===== config.mk =====
export PLATFORM = sky130hd
export DESIGN_NAME = bsc_top
export DESIGN_NICKNAME = d
export VERILOG_FILES = /design/src/common/ctrl_pkg.sv /design/src/common/isa_pkg.sv /design/src/datapath/bsc_alu.sv /design/src/datapath/bsc_regs.sv /design/src/state/bsc_count.sv /design/src/state/bsc_state.sv /design/src/verilog/bsc_decode.sv /design/src/verilog/bsc_top.sv
export VERILOG_INCLUDE_DIRS = /design/src /design/src/common
export SDC_FILE = /design/constraint.sdc
export NUM_CORES = 1
export LEC_CHECK = 0
export BUFFER_PORTS_ARGS = -buffer_cell sky130_fd_sc_hd__clkbuf_2
export CAP_MARGIN = 30
export CORE_UTILIZATION = 59
export DETAILED_ROUTE_END_ITERATION = 8
export PLACE_DENSITY = 0.8
export SLEW_MARGIN = 20
export SYNTH_ARGS = -nofsm -noshare
export SYNTH_HDL_FRONTEND = slang
export SYNTH_HIERARCHICAL = 1
export SYNTH_SLANG_ARGS = --single-unit

===== constraint.sdc =====
create_clock -name i_clk -period 5.4 [get_ports i_clk]
set_input_delay 1.08 -clock i_clk [delete_from_list [all_inputs] [get_ports i_clk]]
set_output_delay 1.08 -clock i_clk [all_outputs]
set_load 0.02 [all_outputs]

===== src/common/bsc_cfg.svh =====
`ifndef BSC_CFG_SVH
`define BSC_CFG_SVH

// width of the word addresses on both the instruction and the data bus
`define BSC_ADR_W 8

// word address of the first instruction fetched once reset is released
`define BSC_RST_PC 0

`endif


===== src/common/ctrl_pkg.sv =====
package ctrl_pkg;

   // function of the serial ALU for the current pass
   // SUB also drives the signed compare, XOR the equality compare
   typedef enum logic [1:0] {
      ALU_ADD = 2'd0,
      ALU_SUB = 2'd1,
      ALU_AND = 2'd2,
      ALU_XOR = 2'd3
   } alu_op_e;

   // source of the bit shifted into rd during a writing pass
   // WS_CMP writes the latched condition into bit 0 and zero above it
   typedef enum logic [1:0] {
      WS_ALU = 2'd0,
      WS_IMM = 2'd1,
      WS_CMP = 2'd2
   } wsrc_e;

endpackage


===== src/common/isa_pkg.sv =====
package isa_pkg;

   // register index, four general registers
   typedef logic [1:0] reg_idx_t;

   // operation codes in the top nibble of every instruction word
   typedef enum logic [3:0] {
      OP_ADD   = 4'd0,
      OP_SUB   = 4'd1,
      OP_AND   = 4'd2,
      OP_XOR   = 4'd3,
      OP_SLT   = 4'd4,
      OP_LI    = 4'd5,
      OP_BEQ   = 4'd6,
      OP_BNE   = 4'd7,
      OP_STORE = 4'd8
   } opcode_e;

   // register format, used by the ALU operations and by SLT
   typedef struct packed {
      opcode_e    opcode;
      reg_idx_t   rd;
      reg_idx_t   rs1;
      reg_idx_t   rs2;
      logic [21:0] rsvd;
   } r_fmt_t;

   // immediate format, used by LI, the branches and STORE
   // imm is a signed PC offset for branches and a word address for STORE
   typedef struct packed {
      opcode_e           opcode;
      reg_idx_t          ra;
      reg_idx_t          rb;
      logic [15:0]       rsvd;
      logic signed [7:0] imm;
   } b_fmt_t;

   // both views share the opcode field, so either one selects the format
   typedef union packed {
      r_fmt_t r;
      b_fmt_t b;
   } insn_u;

endpackage


===== src/datapath/bsc_alu.sv =====
module bsc_alu (
   input  logic              i_clk,
   input  logic              i_rst,
   input  logic              i_cnt_en,
   input  logic              i_cnt0,
   input  logic              i_cnt_last,
   input  logic              i_init,
   input  ctrl_pkg::alu_op_e i_alu_op,
   input  logic              i_op_a,
   input  logic              i_op_b,
   output logic              o_res,
   output logic              o_cmp
);

   logic sub;
   logic op_b_eff;
   logic carry_q;
   logic carry_in;
   logic sum;
   logic carry_out;
   logic ne_acc;
   logic ne_bit;
   logic lt;

   // subtract is a + ~b + 1, the +1 comes from the carry preset on bit 0
   assign sub      = (i_alu_op == ctrl_pkg::ALU_SUB);
   assign op_b_eff = i_op_b ^ sub;
   assign carry_in = i_cnt0 ? sub : carry_q;

   assign sum       = i_op_a ^ op_b_eff ^ carry_in;
   assign carry_out = (i_op_a & op_b_eff) | (carry_in & (i_op_a ^ op_b_eff));

   always_comb begin
      case (i_alu_op)
         ctrl_pkg::ALU_AND: o_res = i_op_a & i_op_b;
         ctrl_pkg::ALU_XOR: o_res = i_op_a ^ i_op_b;
         default:           o_res = sum;
      endcase
   end

   // any differing bit so far, including the current one
   assign ne_bit = (ne_acc & !i_cnt0) | (i_op_a ^ i_op_b);

   // signed less-than on the sign bits of the last cycle
   // with different signs a is lower when it is negative,
   // with equal signs a - b borrows when the final carry is clear
   assign lt = (i_op_a ^ i_op_b) ? i_op_a : !carry_out;

   always_ff @(posedge i_clk) begin
      if (i_rst) begin
         carry_q <= 1'b0;
         ne_acc  <= 1'b0;
         o_cmp   <= 1'b0;
      end else begin
         if (i_cnt_en) begin
            carry_q <= carry_out;
         end
         if (i_cnt_en & i_init) begin
            ne_acc <= ne_bit;
         end
         // SLT keeps the signed compare, branches the not-equal flag
         // the result then holds through the writing pass
         if (i_cnt_last & i_init) begin
            o_cmp <= sub ? lt : ne_bit;
         end
      end
   end

endmodule


===== src/datapath/bsc_regs.sv =====
`include "bsc_cfg.svh"

module bsc_regs (
   input  logic                  i_clk,
   input  logic                  i_rst,
   input  logic                  i_cnt_en,
   input  logic                  i_cnt0,
   input  logic                  i_init,
   input  logic                  i_rd_we,
   input  isa_pkg::reg_idx_t     i_rd,
   input  isa_pkg::reg_idx_t     i_rs1,
   input  isa_pkg::reg_idx_t     i_rs2,
   input  ctrl_pkg::wsrc_e       i_wsrc,
   input  logic [7:0]            i_imm,
   input  logic                  i_br_op,
   input  logic                  i_br_ne,
   input  logic                  i_cmp,
   input  logic                  i_alu_res,
   output logic                  o_op_a,
   output logic                  o_op_b,
   output logic [`BSC_ADR_W-1:0] o_ibus_adr,
   output logic [31:0]           o_dbus_dat
);

   localparam int ADR_W = `BSC_ADR_W;

   // every register rotates right once per counted cycle
   // so bit i of an operand sits in bit 0 on counted cycle i
   logic [31:0] rf [4];
   logic [31:0] pc;
   // immediate shifted right with sign fill, bit 0 is the current immediate bit
   logic [7:0]  imm_sr;
   logic        wbit;
   logic        taken;
   logic        pc_add;
   logic        pc_cin;
   logic        pc_sum;
   logic        pc_cout;
   logic        pc_c;

   assign o_op_a = rf[i_rs1][0];
   assign o_op_b = rf[i_rs2][0];

   // parallel taps, only meaningful while the registers stand still
   assign o_dbus_dat = rf[i_rs2];
   assign o_ibus_adr = pc[ADR_W-1:0];

   // bit that enters the top of rd on a writing pass
   always_comb begin
      case (i_wsrc)
         ctrl_pkg::WS_IMM: wbit = imm_sr[0];
         ctrl_pkg::WS_CMP: wbit = i_cnt0 & i_cmp;
         default:          wbit = i_alu_res;
      endcase
   end

   // BEQ branches when the not-equal flag is clear and BNE when it is set
   assign taken = i_br_op & (i_cmp == i_br_ne);

   // serial PC adder, the addend is the immediate on a taken branch and 1 otherwise
   assign pc_add  = taken ? imm_sr[0] : i_cnt0;
   assign pc_cin  = i_cnt0 ? 1'b0 : pc_c;
   assign pc_sum  = pc[0] ^ pc_add ^ pc_cin;
   assign pc_cout = (pc[0] & pc_add) | (pc_cin & (pc[0] ^ pc_add));

   always_ff @(posedge i_clk) begin
      if (i_rst) begin
         for (int i = 0; i < 4; i++) begin
            rf[i] <= '0;
         end
         pc     <= 32'(`BSC_RST_PC);
         imm_sr <= '0;
         pc_c   <= 1'b0;
      end else if (i_cnt_en) begin
         // the first pass of a two-stage op only reads, rd keeps rotating
         for (int i = 0; i < 4; i++) begin
            if (!i_init && i_rd_we && (i_rd == 2'(i))) begin
               rf[i] <= {wbit, rf[i][31:1]};
            end else begin
               rf[i] <= {rf[i][0], rf[i][31:1]};
            end
         end
         imm_sr <= {imm_sr[7], imm_sr[7:1]};
         // the PC only moves in the final pass
         if (!i_init) begin
            pc   <= {pc_sum, pc[31:1]};
            pc_c <= pc_cout;
         end
      end else begin
         // reloaded between passes so every pass starts at immediate bit 0
         imm_sr <= i_imm;
      end
   end

endmodule


===== src/state/bsc_count.sv =====
module bsc_count (
   input  logic i_clk,
   input  logic i_rst,
   input  logic i_start_pass,
   output logic o_cnt_en,
   output logic o_cnt0,
   output logic o_cnt_last,
   output logic o_cnt_done
);

   // bit position is group * 4 + one-hot position in the ring
   logic [3:0] cnt_r;
   logic [2:0] cnt_grp;

   assign o_cnt0     = o_cnt_en & (cnt_grp == 3'd0) & cnt_r[0];
   assign o_cnt_last = o_cnt_en & (cnt_grp == 3'd7) & cnt_r[3];

   always_ff @(posedge i_clk) begin
      if (i_rst) begin
         o_cnt_en   <= 1'b0;
         o_cnt_done <= 1'b0;
         cnt_r      <= 4'b0001;
         cnt_grp    <= 3'd0;
      end else begin
         o_cnt_done <= o_cnt_last;
         if (i_start_pass) begin
            o_cnt_en <= 1'b1;
         end
         // the pass ends as done is raised, so done sees cnt_en low
         if (o_cnt_last) begin
            o_cnt_en <= 1'b0;
         end
         // after 32 steps ring and group are back at bit 0 for the next pass
         if (o_cnt_en) begin
            cnt_r   <= {cnt_r[2:0], cnt_r[3]};
            cnt_grp <= cnt_grp + {2'd0, cnt_r[3]};
         end
      end
   end

endmodule


===== src/state/bsc_state.sv =====
module bsc_state (
   input  logic i_clk,
   input  logic i_rst,
   input  logic i_ibus_ack,
   input  logic i_dbus_ack,
   input  logic i_two_stage,
   input  logic i_mem_op,
   input  logic i_cnt_done,
   output logic o_ibus_cyc,
   output logic o_ibus_stb,
   output logic o_dbus_cyc,
   output logic o_dbus_stb,
   output logic o_start_pass,
   output logic o_init
);

   // FETCH   waits for the instruction word
   // MEM     holds the data bus write of a STORE
   // PASS1   first pass of a two-stage instruction, no writes
   // GAP     single start cycle in front of the final pass
   // PASS2   final pass, writes rd and moves the PC
   typedef enum logic [2:0] {
      FETCH = 3'd0,
      MEM   = 3'd1,
      PASS1 = 3'd2,
      GAP   = 3'd3,
      PASS2 = 3'd4
   } state_e;

   state_e state;
   logic   ibus_cyc;
   logic   fetch_ack;

   assign fetch_ack = ibus_cyc & i_ibus_ack;

   // cyc and stb always move together on both buses
   assign o_ibus_cyc = ibus_cyc;
   assign o_ibus_stb = ibus_cyc;
   assign o_dbus_cyc = (state == MEM);
   assign o_dbus_stb = (state == MEM);

   assign o_init = (state == PASS1);

   // a two-stage instruction starts its compare pass right on the fetch ack,
   // every final pass is started from its GAP cycle
   // for a two-stage op GAP follows the cnt_done cycle of the first pass
   assign o_start_pass = (state == GAP) | (fetch_ack & i_two_stage & !i_mem_op);

   always_ff @(posedge i_clk) begin
      if (i_rst) begin
         state    <= FETCH;
         ibus_cyc <= 1'b0;
      end else begin
         case (state)
            FETCH: begin
               // cyc is raised on the first cycle out of reset and stays up
               // until the slave acks, back-pressure just holds it here
               if (fetch_ack) begin
                  ibus_cyc <= 1'b0;
                  if (i_mem_op) begin
                     state <= MEM;
                  end else if (i_two_stage) begin
                     state <= PASS1;
                  end else begin
                     state <= GAP;
                  end
               end else begin
                  ibus_cyc <= 1'b1;
               end
            end
            MEM: begin
               if (i_dbus_ack) begin
                  state <= GAP;
               end
            end
            PASS1: begin
               // cmp is latched by now, go straight into the final pass start
               if (i_cnt_done) begin
                  state <= GAP;
               end
            end
            GAP: begin
               state <= PASS2;
            end
            PASS2: begin
               // the PC holds its new value here, so the next fetch opens at once
               if (i_cnt_done) begin
                  state    <= FETCH;
                  ibus_cyc <= 1'b1;
               end
            end
            default: begin
               state <= FETCH;
            end
         endcase
      end
   end

endmodule


===== src/verilog/bsc_decode.sv =====
`include "bsc_cfg.svh"

module bsc_decode (
   input  logic                     i_clk,
   input  logic                     i_rst,
   input  logic                     i_ibus_ack,
   input  logic [31:0]              i_ibus_dat,
   output logic                     o_two_stage,
   output logic                     o_mem_op,
   output logic                     o_br_op,
   output logic                     o_br_ne,
   output ctrl_pkg::alu_op_e        o_alu_op,
   output ctrl_pkg::wsrc_e          o_wsrc,
   output logic                     o_rd_we,
   output isa_pkg::reg_idx_t        o_rd,
   output isa_pkg::reg_idx_t        o_rs1,
   output isa_pkg::reg_idx_t        o_rs2,
   output logic [7:0]               o_imm,
   output logic [`BSC_ADR_W-1:0]    o_dbus_adr
);

   localparam int ADR_W = `BSC_ADR_W;

   isa_pkg::insn_u insn_q;
   isa_pkg::insn_u insn_cur;

   // the instruction register loads on the fetch ack
   always_ff @(posedge i_clk) begin
      if (i_rst) begin
         insn_q <= '0;
      end else if (i_ibus_ack) begin
         insn_q <= i_ibus_dat;
      end
   end

   // during the ack cycle the incoming word is decoded straight from the bus
   // so the sequencer can pick the next state on the ack edge
   always_comb begin
      if (i_ibus_ack) begin
         insn_cur = i_ibus_dat;
      end else begin
         insn_cur = insn_q;
      end
   end

   // the immediate view is the same bits for every opcode, only its use differs
   assign o_imm      = insn_cur.b.imm;
   assign o_dbus_adr = ADR_W'(unsigned'(insn_cur.b.imm));

   always_comb begin
      o_two_stage = 1'b0;
      o_mem_op    = 1'b0;
      o_br_op     = 1'b0;
      o_br_ne     = 1'b0;
      o_alu_op    = ctrl_pkg::ALU_ADD;
      o_wsrc      = ctrl_pkg::WS_ALU;
      o_rd_we     = 1'b0;
      o_rd        = insn_cur.r.rd;
      o_rs1       = insn_cur.r.rs1;
      o_rs2       = insn_cur.r.rs2;
      case (insn_cur.r.opcode)
         isa_pkg::OP_ADD: begin
            o_rd_we = 1'b1;
         end
         isa_pkg::OP_SUB: begin
            o_alu_op = ctrl_pkg::ALU_SUB;
            o_rd_we  = 1'b1;
         end
         isa_pkg::OP_AND: begin
            o_alu_op = ctrl_pkg::ALU_AND;
            o_rd_we  = 1'b1;
         end
         isa_pkg::OP_XOR: begin
            o_alu_op = ctrl_pkg::ALU_XOR;
            o_rd_we  = 1'b1;
         end
         // first pass subtracts for the signed compare, second pass writes it
         isa_pkg::OP_SLT: begin
            o_two_stage = 1'b1;
            o_alu_op    = ctrl_pkg::ALU_SUB;
            o_wsrc      = ctrl_pkg::WS_CMP;
            o_rd_we     = 1'b1;
         end
         // ra of the immediate view lies on the rd bits of the register view
         isa_pkg::OP_LI: begin
            o_wsrc  = ctrl_pkg::WS_IMM;
            o_rd_we = 1'b1;
         end
         // branches compare ra and rb bitwise, XOR feeds the not-equal flag
         isa_pkg::OP_BEQ, isa_pkg::OP_BNE: begin
            o_two_stage = 1'b1;
            o_br_op     = 1'b1;
            o_br_ne     = (insn_cur.r.opcode == isa_pkg::OP_BNE);
            o_alu_op    = ctrl_pkg::ALU_XOR;
            o_rs1       = insn_cur.b.ra;
            o_rs2       = insn_cur.b.rb;
         end
         // store data comes from rb through the parallel register tap
         isa_pkg::OP_STORE: begin
            o_mem_op = 1'b1;
            o_rs2    = insn_cur.b.rb;
         end
         // anything else just steps the PC
         default: begin
            o_rd_we = 1'b0;
         end
      endcase
   end

endmodule


===== src/verilog/bsc_top.sv =====
`include "bsc_cfg.svh"

module bsc_top (
   input  logic                  i_clk,
   input  logic                  i_rst,
   // instruction bus, Wishbone classic read-only master
   output logic                  o_ibus_cyc,
   output logic                  o_ibus_stb,
   output logic [`BSC_ADR_W-1:0] o_ibus_adr,
   input  logic [31:0]           i_ibus_dat,
   input  logic                  i_ibus_ack,
   // data bus, Wishbone classic write-only master
   output logic                  o_dbus_cyc,
   output logic                  o_dbus_stb,
   output logic [`BSC_ADR_W-1:0] o_dbus_adr,
   output logic [31:0]           o_dbus_dat,
   input  logic                  i_dbus_ack
);

   // class flags and datapath controls from the decoder
   logic               two_stage;
   logic               mem_op;
   logic               br_op;
   logic               br_ne;
   ctrl_pkg::alu_op_e  alu_op;
   ctrl_pkg::wsrc_e    wsrc;
   logic               rd_we;
   isa_pkg::reg_idx_t  rd;
   isa_pkg::reg_idx_t  rs1;
   isa_pkg::reg_idx_t  rs2;
   logic [7:0]         imm;

   // pass pacing between the sequencer and the bit counter
   logic               start_pass;
   logic               init;
   logic               cnt_en;
   logic               cnt0;
   logic               cnt_last;
   logic               cnt_done;

   // serial operand and result bits
   logic               op_a;
   logic               op_b;
   logic               alu_res;
   logic               cmp;

   bsc_state u_state (
      .i_clk        (i_clk),
      .i_rst        (i_rst),
      .i_ibus_ack   (i_ibus_ack),
      .i_dbus_ack   (i_dbus_ack),
      .i_two_stage  (two_stage),
      .i_mem_op     (mem_op),
      .i_cnt_done   (cnt_done),
      .o_ibus_cyc   (o_ibus_cyc),
      .o_ibus_stb   (o_ibus_stb),
      .o_dbus_cyc   (o_dbus_cyc),
      .o_dbus_stb   (o_dbus_stb),
      .o_start_pass (start_pass),
      .o_init       (init)
   );

   bsc_count u_count (
      .i_clk        (i_clk),
      .i_rst        (i_rst),
      .i_start_pass (start_pass),
      .o_cnt_en     (cnt_en),
      .o_cnt0       (cnt0),
      .o_cnt_last   (cnt_last),
      .o_cnt_done   (cnt_done)
   );

   bsc_decode u_decode (
      .i_clk       (i_clk),
      .i_rst       (i_rst),
      .i_ibus_ack  (i_ibus_ack),
      .i_ibus_dat  (i_ibus_dat),
      .o_two_stage (two_stage),
      .o_mem_op    (mem_op),
      .o_br_op     (br_op),
      .o_br_ne     (br_ne),
      .o_alu_op    (alu_op),
      .o_wsrc      (wsrc),
      .o_rd_we     (rd_we),
      .o_rd        (rd),
      .o_rs1       (rs1),
      .o_rs2       (rs2),
      .o_imm       (imm),
      .o_dbus_adr  (o_dbus_adr)
   );

   bsc_alu u_alu (
      .i_clk      (i_clk),
      .i_rst      (i_rst),
      .i_cnt_en   (cnt_en),
      .i_cnt0     (cnt0),
      .i_cnt_last (cnt_last),
      .i_init     (init),
      .i_alu_op   (alu_op),
      .i_op_a     (op_a),
      .i_op_b     (op_b),
      .o_res      (alu_res),
      .o_cmp      (cmp)
   );

   bsc_regs u_regs (
      .i_clk      (i_clk),
      .i_rst      (i_rst),
      .i_cnt_en   (cnt_en),
      .i_cnt0     (cnt0),
      .i_init     (init),
      .i_rd_we    (rd_we),
      .i_rd       (rd),
      .i_rs1      (rs1),
      .i_rs2      (rs2),
      .i_wsrc     (wsrc),
      .i_imm      (imm),
      .i_br_op    (br_op),
      .i_br_ne    (br_ne),
      .i_cmp      (cmp),
      .i_alu_res  (alu_res),
      .o_op_a     (op_a),
      .o_op_b     (op_b),
      .o_ibus_adr (o_ibus_adr),
      .o_dbus_dat (o_dbus_dat)
   );

endmodule

# [Yosys cells after proc, flatten, opt, wreduce, memory -nomap -nowiden]
# Memories as Yosys holds them, arrays and structs flattened.
# Index checks and enable logic that the tools add are counted.
[op_classes] n_addsub=1 n_mux=70 bitwise=36 n_eq_ne=26 reduce_logical=24
[op_table] op="32-bit 2-to-1 mux" n=9
[op_table] op="1-bit 2-to-1 mux" n=47
[op_table] op="1-bit AND" n=17
[op_table] op="4-bit by 3-bit == test with 1-bit output (second input constant)" n=4
[op_table] op="3-bit 2-to-1 mux" n=5
[op_table] op="3-bit one-hot mux with 5 select lines" n=1
[op_table] op="1-bit bitwise OR" n=12
[op_table] op="2-bit == test (second input constant)" n=5
[op_table] op="3-bit OR reduction" n=3
[op_table] op="4-bit by 2-bit == test with 1-bit output (second input constant)" n=2
[op_table] op="7-bit 2-to-1 mux" n=1
[op_table] op="2-bit by 1-bit == test with 1-bit output (second input constant)" n=3
[op_table] op="3-bit by 2-bit == test with 1-bit output (second input constant)" n=2
[op_table] op="3-bit == test (second input constant)" n=2
[op_table] op="3-bit zero test" n=2
[op_table] op="2-bit by 1-bit inequality test with 1-bit output (second input constant)" n=3
[op_table] op="1-bit one-hot mux with 2 select lines" n=3
[op_table] op="2-bit one-hot mux with 3 select lines" n=1
[op_table] op="2-bit OR reduction" n=3
[op_table] op="6-bit OR reduction" n=1
[op_table] op="1-bit bitwise XOR" n=6
[op_table] op="1-bit logical AND" n=5
[op_table] op="4-bit by 1-bit == test with 1-bit output (second input constant)" n=1
[op_table] op="4-bit == test (second input constant)" n=1
[op_table] op="other kinds (13)" n=18
[word_totals] word_cells=173 output_inout_bits=52 reg_bits=89 mem_bits_rw=128 n_memories=1
[memory_table] name="u_regs.rf" depth=4 word_bits=32 rd=6 rd_clocked_by_memory_dff=0 wr=4 line_no="bsc_regs.sv:29" source="logic [31:0] rf [4];"

# [Longest topological paths before layout]
# Gate-level depths: netlist of run 1.
[depth] word_depth=12 depth_mapped=12 mapped_depth_nobuf=10

# [Modules after synthesis]
# Netlist of run 1, hierarchy kept.
[by_module_without_submodules] mod="bsc_regs" seq_area_each_um2=4664.5 cells_each=515 instances=1 area_each_um2=7234.4
[by_module_without_submodules] mod="bsc_decode" seq_area_each_um2=360.3 cells_each=101 instances=1 area_each_um2=955.9
[by_module_without_submodules] mod="bsc_count" seq_area_each_um2=180.2 cells_each=36 instances=1 area_each_um2=385.4
[by_module_without_submodules] mod="bsc_state" seq_area_each_um2=80.1 cells_each=28 instances=1 area_each_um2=236.5
[by_module_without_submodules] mod="bsc_alu" seq_area_each_um2=60.1 cells_each=25 instances=1 area_each_um2=226.5

# [Worst setup path after synthesis of run 1]
# No wires, ideal clock.
[synth_path] kind="input-to-reg" startpoint="input i_ibus_ack" endpoint="memory u_regs.rf[2][31] (data pin)" arrival_ns=3.867 cell_stages=12 setup_ns=0.267 n_path_buf=2 setup_slack_ns=1.265 cell_sequence="buf_4 mux2i_2 nand2_1 o22ai_2 mux2i_1 buf_6 mux4_1 xnor2_1 fa_1 mux2i_1 o221ai_2 mux2i_1"
[synth_rtl] element="start, declared" line_no="bsc_top.sv:11" source="input logic i_ibus_ack,"
[synth_rtl] element="end, declared" line_no="bsc_regs.sv:29"

# [Worst setup path after layout of run 1]
[layout_path] startpoint="input i_ibus_ack" endpoint="output o_dbus_dat[31]"
[layout_via] elab_chain_cells=5 word_cells_on_any_way=7
[layout_lines] element="32-bit 2-to-1 mux *" line_no="bsc_decode.sv:39" source="if (i_ibus_ack) begin"
[layout_lines] element="4-bit by 3-bit == test with 1-bit output or 4-bit == test (tied branches)" line_no="bsc_decode.sv:61" source="case (insn_cur.r.opcode)"
[layout_lines] element="3-bit OR reduction (no line)"
[layout_lines] element="2-bit 2-to-1 mux *" line_no="bsc_decode.sv:61"
[layout_lines] element="via rs2[0]" line_no="bsc_top.sv:30" source="isa_pkg::reg_idx_t rs2;"
[layout_lines] element="memory 4 x 32 bit *"
[layout_lines] element="end, declared" line_no="bsc_top.sv:16" source="output logic [31:0] o_dbus_dat,"
# The timed path passes the listed nets; every way through them passes the cells marked *.

==> impl_results.md, run 1 <==
* Outcome: finished clean
* Hold endpoint: u_regs/pc_c
* Synth Warn # at 6
* Relative slew slack at 0.382
* Most common cell in the netlist: edfxtp_1
* Initial antenna violation count at 0
* Die X-Extent at 126 µm
* Cell variety after synth at 55
* Hold Violations, Final at 0
* Final GP Congestion at 0.817
* DPL Wire Length at 9760 µm
* Part of the power in combinational logic at 0.163
* Critical path arrival at 3600 ps
* Crit Path Max Fanout at 31
* CTS Hold Buffers Added at 0
* Area Growth Syn to Fin at 11.1%
* F_max at 214 MHz
* Hold Path Class: flip-flop to flip-flop
* Area fraction of the dominant cell type after synthesis at 0.425
* Yosys reg bits at 203
* Reg-to-reg endpoint: u_regs/rf[2][31]
* Seq/Total Area, Yosys at 0.591
* DP Worst Slack at 703 ps
* Ys async rst share at 0
* Worst vdd ir at 0.255 mV
* Clock share of power at 0.363
* DR vias at 5291
* IO Pins at 88
* Seq pwr share at 0.474
* Hold depth at 2
* Share of layout cells above drive strength 1 at 0.229
* Switching Fraction at 0.263
* Final wirelength at 15900 µm
* Largest net degree at the start of global routing at 75
* DRC Markers at 0
* Cell Area, Synth at 9040 µm²
* Final cell count without fillers at 943
* Slew Viols, Final at 0
* Gr ovfl total at 0
* Setup TNS at 0 ps
* Post-Place Cells at 903
* Vias in the first global route at 5166
* Synth Net Count at 748
* Post-synth top area cell: edfxtp_1
* Power Total at 4.05 mW
* Final setup viols at 0
* Synth Area in Simple Gates at 0.170
* Clock sink count at 203
* Worst setup EP type: primary output
* DR vias/cell at 5.61
* Worst reg2reg setup slack at 1880 ps
* Final net count at 786
* CTS Root Cell: clkbuf_16
* Sw Pwr at 1.06 mW
* Post-Syn Area per Cell at 12.8 µm²
* Reg clk slew, reported paths at 60 ps
* Final ANT Viol Nets at 0
* Htree depth at 1
* Total CTS buffers at 22
* Die ar. at 15800 µm²
* Synth Area in Compound Gates at 0.0414
* Reg2Reg Depth at 10
* Initial Util at 0.613
* Worst R2R Start: u_decode/insn_q[30]
* Area share of fa/ha/maj cells after synthesis at 0.0114
* Initial DRC count at 433
* Largest cells by area after synthesis: edfxtp_1, dfxtp_1, and2_1, mux4_2, nand2_1
* WP data required at 4320 ps
* Main combinational cell family by area after synthesis: simple AND/OR/NAND/NOR gates
* Worst Max-Slew Pin Slew at 927 ps
* Critical path launch point type: primary input
* Max cap viols at 0
* Max clock buf depth at 3
* First-pass GRT wire length at 25800 µm
* Setup Buffers After CTS at 0
* Post-synth EDFFs at 128
* Routed length per instance at 16.8 µm
* CTS tree: yes
* Post-synth top cells: edfxtp_1, and2_1, nand2_1, dfxtp_1, a21oi_1
* Post-synthesis cell count at 705
* Post-placement cell area at 9320 µm²
* XOR/XNOR Fraction of Synth Area at 0.00194
* Clk_skew at 6.07 ps
* Die Height at 126 µm
* Final instance area at 10000 µm²
* Minimum clock period at 4680 ps
* N_diodes at 0
* Top_reg_cell synth: edfxtp_1
* Drt pass-1 iters at 4
* Critical path class: primary input to primary output
* Std cell rows at 44
* CTS-repair resized insts at 0
* Multiplexer area fraction after synthesis at 0.127
* RSZ-0062 raised after global routing: no
* GRT Util Overall at 0.203
* Core Footprint at 14800 µm²
* P_int at 2.99 mW
* Worst Slack Setup Final at 724 ps
* Fin crit share at 0.866
* Hold path start: u_regs/pc_c
* I/O Buffers at 73
* Power per cell area at 404 nW/µm²
* Lkg Pwr at 3.78 nW
* Worst-Skew Late Latency at 490 ps
## layer usage
metal  share of wire  vias to the layer above  global-route usage
met1            0.45                     2576               0.276
met4           0.021                        0              0.0631
met3           0.052                       28              0.0421
li1                -                     2532                   -
met5               0                        -                   0
met2            0.48                      155               0.332
## cell usage in the layout, fill, tap and decap left out, types with 3 or more instances in the layout
| cell | n |
|---|---|
| a21oi_1 | 39 |
| and2_1 | 125 |
| buf_4 | 8 |
| clkbuf_16 | 23 |
| clkbuf_2 | 73 |
| clkinv_1 | 4 |
| clkinv_2 | 6 |
| dfxtp_1 | 75 |
| edfxtp_1 | 128 |
| ha_1 | 5 |
| inv_1 | 8 |
| mux2_2 | 10 |
| mux2i_1 | 24 |
| mux4_2 | 31 |
| nand2_1 | 77 |
| nand2b_1 | 10 |
| nand3_1 | 3 |
| nor2_1 | 32 |
| nor2b_1 | 12 |
| nor3_1 | 5 |
## flip-flops by register name, indices dropped and copies added, names as in the netlist
signal and flops:
u_state/state 3, u_count/cnt_grp 3, u_regs/rf 128, u_count/o_cnt_en 1
u_count/o_cnt_done 1, u_regs/pc_c 1, u_alu/o_cmp 1, u_state/o_ibus_cyc 1
u_count/cnt_r 4, u_decode/insn_q 18, u_regs/imm_sr 8, u_regs/pc 32
u_alu/carry_q 1, u_alu/ne_acc 1
## worst max-delay path by stage
stage	startpoint	to	slack (ps)	cells past startpoint
after CTS	i_ibus_ack	o_dbus_dat[31]	730	8
after global routing	i_ibus_ack	o_dbus_dat[31]	570	8
after floorplan	i_ibus_ack	u_regs/rf[2][31]	1270	12
final	i_ibus_ack	o_dbus_dat[31]	720	8
after global placement	i_ibus_ack	o_dbus_dat[31]	780	9
after detailed placement	i_ibus_ack	o_dbus_dat[31]	700	8
## power by group through the flow
stage               combinational (mW)  clock (mW)  sequential, mW
detailed placement               0.664           0            1.95
global placement                 0.629           0            1.94
finish                           0.660        1.47            1.92
floorplan                        0.535           0            1.91
CTS                              0.668        1.50            1.92
global route                     0.716        1.55            1.94
## per-stage QoR
step,util,hold WS [ps]
after floorplan,-,432
after global placement,0.629,436
after detailed placement,0.632,442
after CTS,0.680,454
after global routing,0.680,470
final,0.680,455
## critical path: stages
cell	delay, ps
clkbuf_2	200
mux2i_2	350
nand2_1	150
o22ai_2	330
mux2i_4	360
buf_12	290
mux4_1	620
clkbuf_2	200
## area by class of cell
| cell class | instances | area [µm²] |
|---|---|---|
| inverter | 8 | 30.0 |
| clock buffer | 27 | 604 |
| fill | 1015 | 4710 |
| multi-input combinational | 423 | 3210 |
| timing repair buffer | 85 | 508 |
| clock inverter | 13 | 113 |
| sequential | 203 | 5350 |
| tap | 184 | 230 |
## cell families (layout without fill, tap and decap cells)
logic type	Yosys count	in the layout
multiplexers	71	71
flip-flops	203	203
XOR/XNOR	2	2
AO/OA/AOI/OAI	60	60
buffers and inverters	79	133
adder cells (fa/ha/maj)	7	7
AND/OR/NAND/NOR	283	283
Power figures use the tool's default switching activity.
==> inputs of run 2 (changes only) <==
- ABC_AREA: unset -> 1
- CORE_UTILIZATION: 59 -> 60
==> run 2 against run 1 <==
  * Final area up 3.3%
  * Non-clock buffer count down 2
  * Utilization down 0.34 points
  * First-iteration DRC count up 20%
  * Clock skew up 2.1 ps
  * Via count up 31%
  * Area after synthesis up 5.1%
  * Combinational power up 33%
  * Hold slack worse by 39 ps
==> impl_results.md, run 2 <==
* Worst Max-Slew Pin Slew at 817 ps (-110 ps)
* GRT Util Overall at 0.220 (+0.0168)
* Outcome: finished clean
* Initial antenna violation count at 0 (unchanged)
* Post-synth EDFFs at 128 (unchanged)
* Most frequent cells in the layout: nor2_1, inv_1, edfxtp_1
* Final wirelength at 17500 µm (+10%)
* Post-synth top cells: nor2_1, inv_1, edfxtp_1, o21ai_0, nand2_1
* Clk_skew at 8.18 ps (+2.11 ps)
* Critical path launch point type: primary input
* Total CTS buffers at 21 (-4.5%)
* Post-synth top area cell: edfxtp_1
* Critical path arrival at 3550 ps (-50 ps)
* Setup TNS at 0 ps (unchanged)
* IO Pins at 88 (unchanged)
* DR vias at 6952 (+31%)
* Routed length per instance at 12.9 µm (-23%)
* Post-synthesis cell count at 1101 (+56%)
* F_max at 216 MHz (+0.89%)
* Most common cell in the netlist: nor2_1
* Minimum clock period at 4630 ps (-41.3 ps)
* Vias in the first global route at 6527 (+26%)
* Most common cell after layout, fill and taps aside: nor2_1
* Hold Path Class: flip-flop to flip-flop
* Worst-Skew Late Latency at 490 ps (about the same)
* Synth Net Count at 1144 (+53%)
* Reg clk slew, reported paths at 60 ps (about the same)
* Cell Area, Synth at 9500 µm² (+5.1%)
* DR vias/cell at 5.13 (-8.5%)
* RSZ-0062 raised after global routing: no
* Worst setup EP type: primary output
* Switching Fraction at 0.305 (+0.0425)
* Initial Util at 0.620 (+0.00772)
* Largest cells by area after synthesis: edfxtp_1, dfxtp_1, nor2_1, inv_1, o21ai_0
* Reg-to-reg endpoint: u_regs/rf[2][31]
* Sw Pwr at 1.29 mW (+21%)
* CTS-repair resized insts at 0 (unchanged)
* Max cap viols at 0 (unchanged)
* Yosys reg bits at 203 (unchanged)
* Worst Setup SP: i_ibus_ack
* Die ar. at 16300 µm² (+3.3%)
* Area fraction of the dominant cell type after synthesis at 0.405 (-0.0207)
* DRC Markers at 0 (unchanged)
* Worst Slack Setup Final at 766 ps (+41.3 ps)
* Die Height at 128 µm (+1.6%)
* CTS Hold Buffers Added at 0 (unchanged)
* Final ANT Viol Nets at 0 (unchanged)
* Share of layout cells above drive strength 1 at 0.132 (-0.0971)
* Worst reg2reg setup slack at 2030 ps (+150 ps)
* Top_reg_cell synth: edfxtp_1
* Seq/Total Area, Yosys at 0.563 (-0.0287)
* Cell variety after synth at 36 (-35%)
* CTS tree: yes
* Final GP Congestion at 0.803 (-1.8%)
* Critical path class: primary input to primary output
* Seq pwr share at 0.470 (-0.004)
* Drt pass-1 iters at 5 (+1)
* Gr ovfl total at 0 (unchanged)
* Synth Warn # at 6 (unchanged)
* CTS Root Cell: clkbuf_16
* Core Footprint at 15300 µm² (+3.8%)
* Largest net degree at the start of global routing at 74 (-1.3%)
* Slew Viols, Final at 0 (unchanged)
* Hold depth at 2 (unchanged)
* Htree depth at 1 (unchanged)
* N_diodes at 0 (unchanged)
* Post-Syn Area per Cell at 8.63 µm² (-33%)
* Fin crit share at 0.858 (-0.00766)
* Worst vdd ir at 0.243 mV (-4.5%)
* Power per cell area at 408 nW/µm² (+1.2%)
* Top flop regs: u_regs/rf: 128 flops, u_regs/pc: 32 flops, u_decode/insn_q: 18 flops
* Initial DRC count at 519 (+20%)
* First-pass GRT wire length at 29500 µm (+14%)
* Clock sink count at 203 (unchanged)
* DP Worst Slack at 731 ps (+28.4 ps)
* I/O Buffers at 73 (unchanged)
* DPL Wire Length at 10500 µm (+8.0%)
* Top reg by flops: u_regs/rf
* Max clock buf depth at 3 (unchanged)
* Final net count at 1171 (+49%)
* Clock share of power at 0.323 (-0.040)
* Die X-Extent at 128 µm (+1.6%)
* Max FFs per register at 128 (unchanged)
* P_int at 2.94 mW (-1.5%)
* Worst setup path end: o_dbus_dat[18]
* Reg2Reg Depth at 15 (+5)
* WP data required at 4320 ps (about the same)
* Ys async rst share at 0 (unchanged)
* Std cell rows at 45 (+2.3%)
* Hold Violations, Final at 0 (unchanged)
* Lkg Pwr at 4.70 nW (+24%)
* Part of the power in combinational logic at 0.207 (+0.044)
* Final setup viols at 0 (unchanged)
* Setup Buffers After CTS at 0 (unchanged)
* Relative slew slack at 0.455 (+0.0732)
* Worst R2R Start: u_decode/insn_q[29]
* Area Growth Syn to Fin at 9.14%
* Crit Path Max Fanout at 34 (+9.7%)
-- run 2: how the worst min path moves through the flow --
stage / slack (ps) / start / endpoint
6_report: 420 / u_regs/imm_sr[6] / u_regs/imm_sr[5]
2_1_floorplan: 400 / u_regs/imm_sr[1] / u_regs/imm_sr[0]
5_1_grt: 430 / u_regs/imm_sr[1] / u_regs/imm_sr[0]
3_3_place_gp: 400 / u_regs/imm_sr[2] / u_regs/imm_sr[1]
3_5_place_dp: 410 / u_regs/imm_sr[2] / u_regs/imm_sr[1]
4_1_cts: 420 / u_regs/imm_sr[2] / u_regs/imm_sr[1]
-- run 2: cells by family (layout without fill, tap and decap cells) --
kind of cell / count (synthesis) / after routing / share of synthesized area
AOI/OAI and AO/OA: 181 / 181 / 0.101
xor gates and xnor gates: 1 / 1 / 0.000922
adders and majority gates: 7 / 7 / 0.0108
buffers and inverters: 262 / 304 / 0.126
DFF: 203 / 203 / 0.563
and+or+nand+nor: 447 / 447 / 0.198
-- run 2: worst max-delay path: stages --
cell and delay, ps:
clkbuf_2 320, inv_8 250, nand2_2 90, nand2_4 120
nor2_4 40, nand2_2 100, nand2_2 70, nand2_1 70
nand2_2 60, inv_2 390, buf_4 420, o21ai_0 180
o22ai_1 160, clkbuf_2 190
-- run 2: per-layer routing --
layer  vias up  share of wire  GRT usage
met4         0          0.019     0.0637
li1       3512              -          -
met5         -              0          0
met1      3213           0.44      0.291
met2       188           0.48      0.377
met3        39          0.060     0.0338
-- run 2: metrics by stage --
step / cell area, µm² / cells / hold slack [ps] / utilization / total power [mW]
after floorplan: 9500 / 1101 / 396 / - / 2.71
after global placement: 9730 / 1316 / 401 / 0.635 / 2.87
after detailed placement: 9730 / 1316 / 405 / 0.635 / 2.89
after CTS: 10400 / 1354 / 418 / 0.677 / 4.27
after global routing: 10400 / 1354 / 428 / 0.677 / 4.45
final: 10400 / 1354 / 416 / 0.677 / 4.24
-- run 2: power by group through the flow --
stage          clock network, mW  logic, mW  registers (mW)
3_3_place_gp                   0      0.861            2.01
5_1_grt                     1.45      0.986            2.02
2_1_floorplan                  0      0.711            2.00
4_1_cts                     1.40      0.884            1.99
3_5_place_dp                   0      0.876            2.02
6_report                    1.37      0.878            1.99
-- run 2: layout make-up --
type / count / area [µm²]
clock buffers: 32 / 589
repair buffers: 83 / 453
clock inverters: 6 / 53.8
flip-flops and latches: 203 / 5350
multi-input cells: 636 / 2970
fillers: 1208 / 4950
inverters: 183 / 698
well taps: 211 / 264
==> inputs of run 3 (changes only) <==
- CORE_MARGIN: unset -> 2
==> run 3 against run 2 <==
  * Sequential power barely moved
  * First-iteration DRC count up 26%
  * Final cell count unchanged
  * Via count rose by 0.20%
  * Non-clock buffer count up 2
  * Total power up 0.18%
  * Critical endpoint is now o_dbus_dat[3]
==> impl_results.md, run 3 (same netlist as run 2, synthesis figures left out) <==
* Die X-Extent at 130 µm (+1.6%)
* Crit Path Max Fanout at 25 (-26%)
* Minimum clock period at 4420 ps (-218 ps)
* Reg-to-reg endpoint: u_regs/rf[0][31]
* Outcome: finished clean
* Delay-heaviest family, CP: buffers and inverters
* Largest net degree at the start of global routing at 85 (+15%)
* IO Pins at 88 (unchanged)
* Routed length per instance at 12.9 µm (about the same)
* DPL Wire Length at 10800 µm (+2.3%)
* Reg2Reg Depth at 16 (+1)
* Max FFs per register at 128 (unchanged)
* Hold Violations, Final at 0 (unchanged)
* Final net count at 1173 (+0.17%)
* Hold endpoint: u_regs/imm_sr[5]
* N_diodes at 0 (unchanged)
* Initial antenna violation count at 0 (unchanged)
* Final ANT Viol Nets at 0 (unchanged)
* Drt pass-1 iters at 7 (+2)
* CP max stage delay at 410 ps (about the same)
* Hold path start: u_regs/imm_sr[6]
* GRT Util Overall at 0.213 (-0.00730)
* Max cap viols at 0 (unchanged)
* WP data required at 4320 ps (about the same)
* Setup TNS at 0 ps (unchanged)
* Initial Util at 0.620 (unchanged)
* Critical path arrival at 3340 ps (-210 ps)
* Worst R2R Start: u_decode/insn_q[28]
* Power Total at 4.24 mW (+0.18%)
* Setup Buffers After CTS at 0 (unchanged)
* Share of layout cells above drive strength 1 at 0.136 (+0.00350)
* Crit-path most repeated cell: nand2_2
* Reg area at 5350 µm² (unchanged)
* Fill count at 1209 (+0.083%)
* Hold Path Class: flip-flop to flip-flop
* DR vias/cell at 5.14 (+0.20%)
* Slew Viols, Final at 0 (unchanged)
* Worst vdd ir at 0.264 mV (+8.7%)
* Total CTS buffers at 21 (unchanged)
* Power per cell area at 407 nW/µm² (-0.30%)
* RSZ-0062 raised after global routing: no
* Critical path class: primary input to primary output
* Final GP Congestion at 0.780 (-2.8%)
* Worst setup EP type: primary output
* Initial DRC count at 653 (+26%)
* Max clock buf depth at 3 (unchanged)
* Top reg by flops: u_regs/rf
* CTS Root Cell: clkbuf_16
* Clk_skew at 7.50 ps (-0.680 ps)
* Worst Path Buf+Inv at 5 (unchanged)
* Hold depth at 2 (unchanged)
* Reg clk slew, reported paths at 60 ps (about the same)
* Most common cell after layout, fill and taps aside: nor2_1
* Worst Max-Slew Pin Slew at 692 ps (-125 ps)
* F_max at 226 MHz (+4.9%)
* Clock sink count at 203 (unchanged)
* DR vias at 6966 (+0.20%)
* I/O Buffers at 73 (unchanged)
* Final setup viols at 0 (unchanged)
* Lkg Pwr at 4.72 nW (+0.52%)
* Worst-Skew Late Latency at 490 ps (about the same)
* Most frequent cells in the layout: nor2_1, inv_1, edfxtp_1
* Top flop regs: u_regs/rf: 128 flops, u_regs/pc: 32 flops, u_decode/insn_q: 18 flops
* Slowest stage cell, crit path: clkbuf_2
* Htree depth at 1 (unchanged)
* Gr ovfl total at 0 (unchanged)
* Fin crit share at 0.818 (-0.0403)
* Multi-input logic area at 2970 µm² (unchanged)
* Std cell rows at 45 (unchanged)
* DRC Markers at 0 (unchanged)
* CTS-repair resized insts at 0 (unchanged)
* Final wirelength at 17500 µm (about the same)
* Die Height at 130 µm (+1.6%)
* Critical path launch point type: primary input
* Area Growth Syn to Fin at 9.67%
* Worst reg2reg setup slack at 2350 ps (+320 ps)
* Relative slew slack at 0.538 (+0.0832)
* CP Cell Sequence: clkbuf_2 > inv_8 > nand2_2 > nand2_2 > nor2_2 > nand2_2 > nand3_1 > nand2_1 > inv_1 > buf_4 > o21ai_0 > o22ai_1 > clkbuf_2
* First-pass GRT wire length at 29600 µm (+0.16%)
* Core Footprint at 15300 µm² (unchanged)
* Die ar. at 16900 µm² (+3.2%)
* Vias in the first global route at 6459 (-1.0%)
* CTS tree: yes
* CTS Hold Buffers Added at 0 (unchanged)
==> run 3: cell types whose count changed in the layout (fill, tap and decap cells not counted), sizes merged <==
cell / previous run / this run
clkinvlp: 0 / 1
clkbuf: 105 / 99
buf: 10 / 12
clkinv: 5 / 8
==> run 3: worst reg2reg max path, delay by kind of cell, from the launching register on <==
family	cells	cell delay (ps)
flops	1	320
buf+inv	1	260
compound gates	3	460
fa+ha+maj	1	520
simple gates	10	1110
xor+xnor	1	140
==> run 3: worst max-delay path by stage <==
| stage | start | end | slack, ps | depth (start not counted) |
|---|---|---|---|---|
| after floorplan | i_rst | u_regs/rf[0][0] | 790 | 3 |
| after global placement | i_ibus_ack | o_dbus_dat[3] | 1040 | 12 |
| after detailed placement | i_ibus_ack | u_regs/rf[0][31] | 1020 | 17 |
| after CTS | i_ibus_ack | o_dbus_dat[3] | 990 | 13 |
| after global routing | i_ibus_ack | o_dbus_dat[2] | 710 | 13 |
| final | i_ibus_ack | o_dbus_dat[3] | 980 | 13 |
==> run 3: where the power goes <==
part,switching [mW],internal (mW)
Sequential,0.118,1.87
Clock,0.571,0.795
Combinational,0.611,0.275
==> run 3: stage by stage <==
step	cell area (µm²)	hold WS (ps)	std cells	setup WS [ps]	util
2_1_floorplan	9500	396	1101	788	-
6_report	10400	418	1354	983	0.680
5_1_grt	10400	431	1354	707	0.680
3_3_place_gp	9730	401	1316	1040	0.635
4_1_cts	10400	420	1354	986	0.680
3_5_place_dp	9770	405	1318	1020	0.638
==> run 3: area by class of cell <==
type                    count  share of cell area
clock buffers              26              0.0549
repair buffers             85              0.0480
well taps                 211              0.0253
flip-flops and latches    203               0.513
clock inverters            10             0.00709
multi-input cells         636               0.285
inverters                 183              0.0670
==> run 3: metal layers <==
metal	global-route usage	vias up	wire length, µm
met2	0.355	167	8230
met4	0.0601	0	346
met1	0.294	3250	8070
met3	0.0303	30	840
li1	-	3519	-
met5	0	-	0
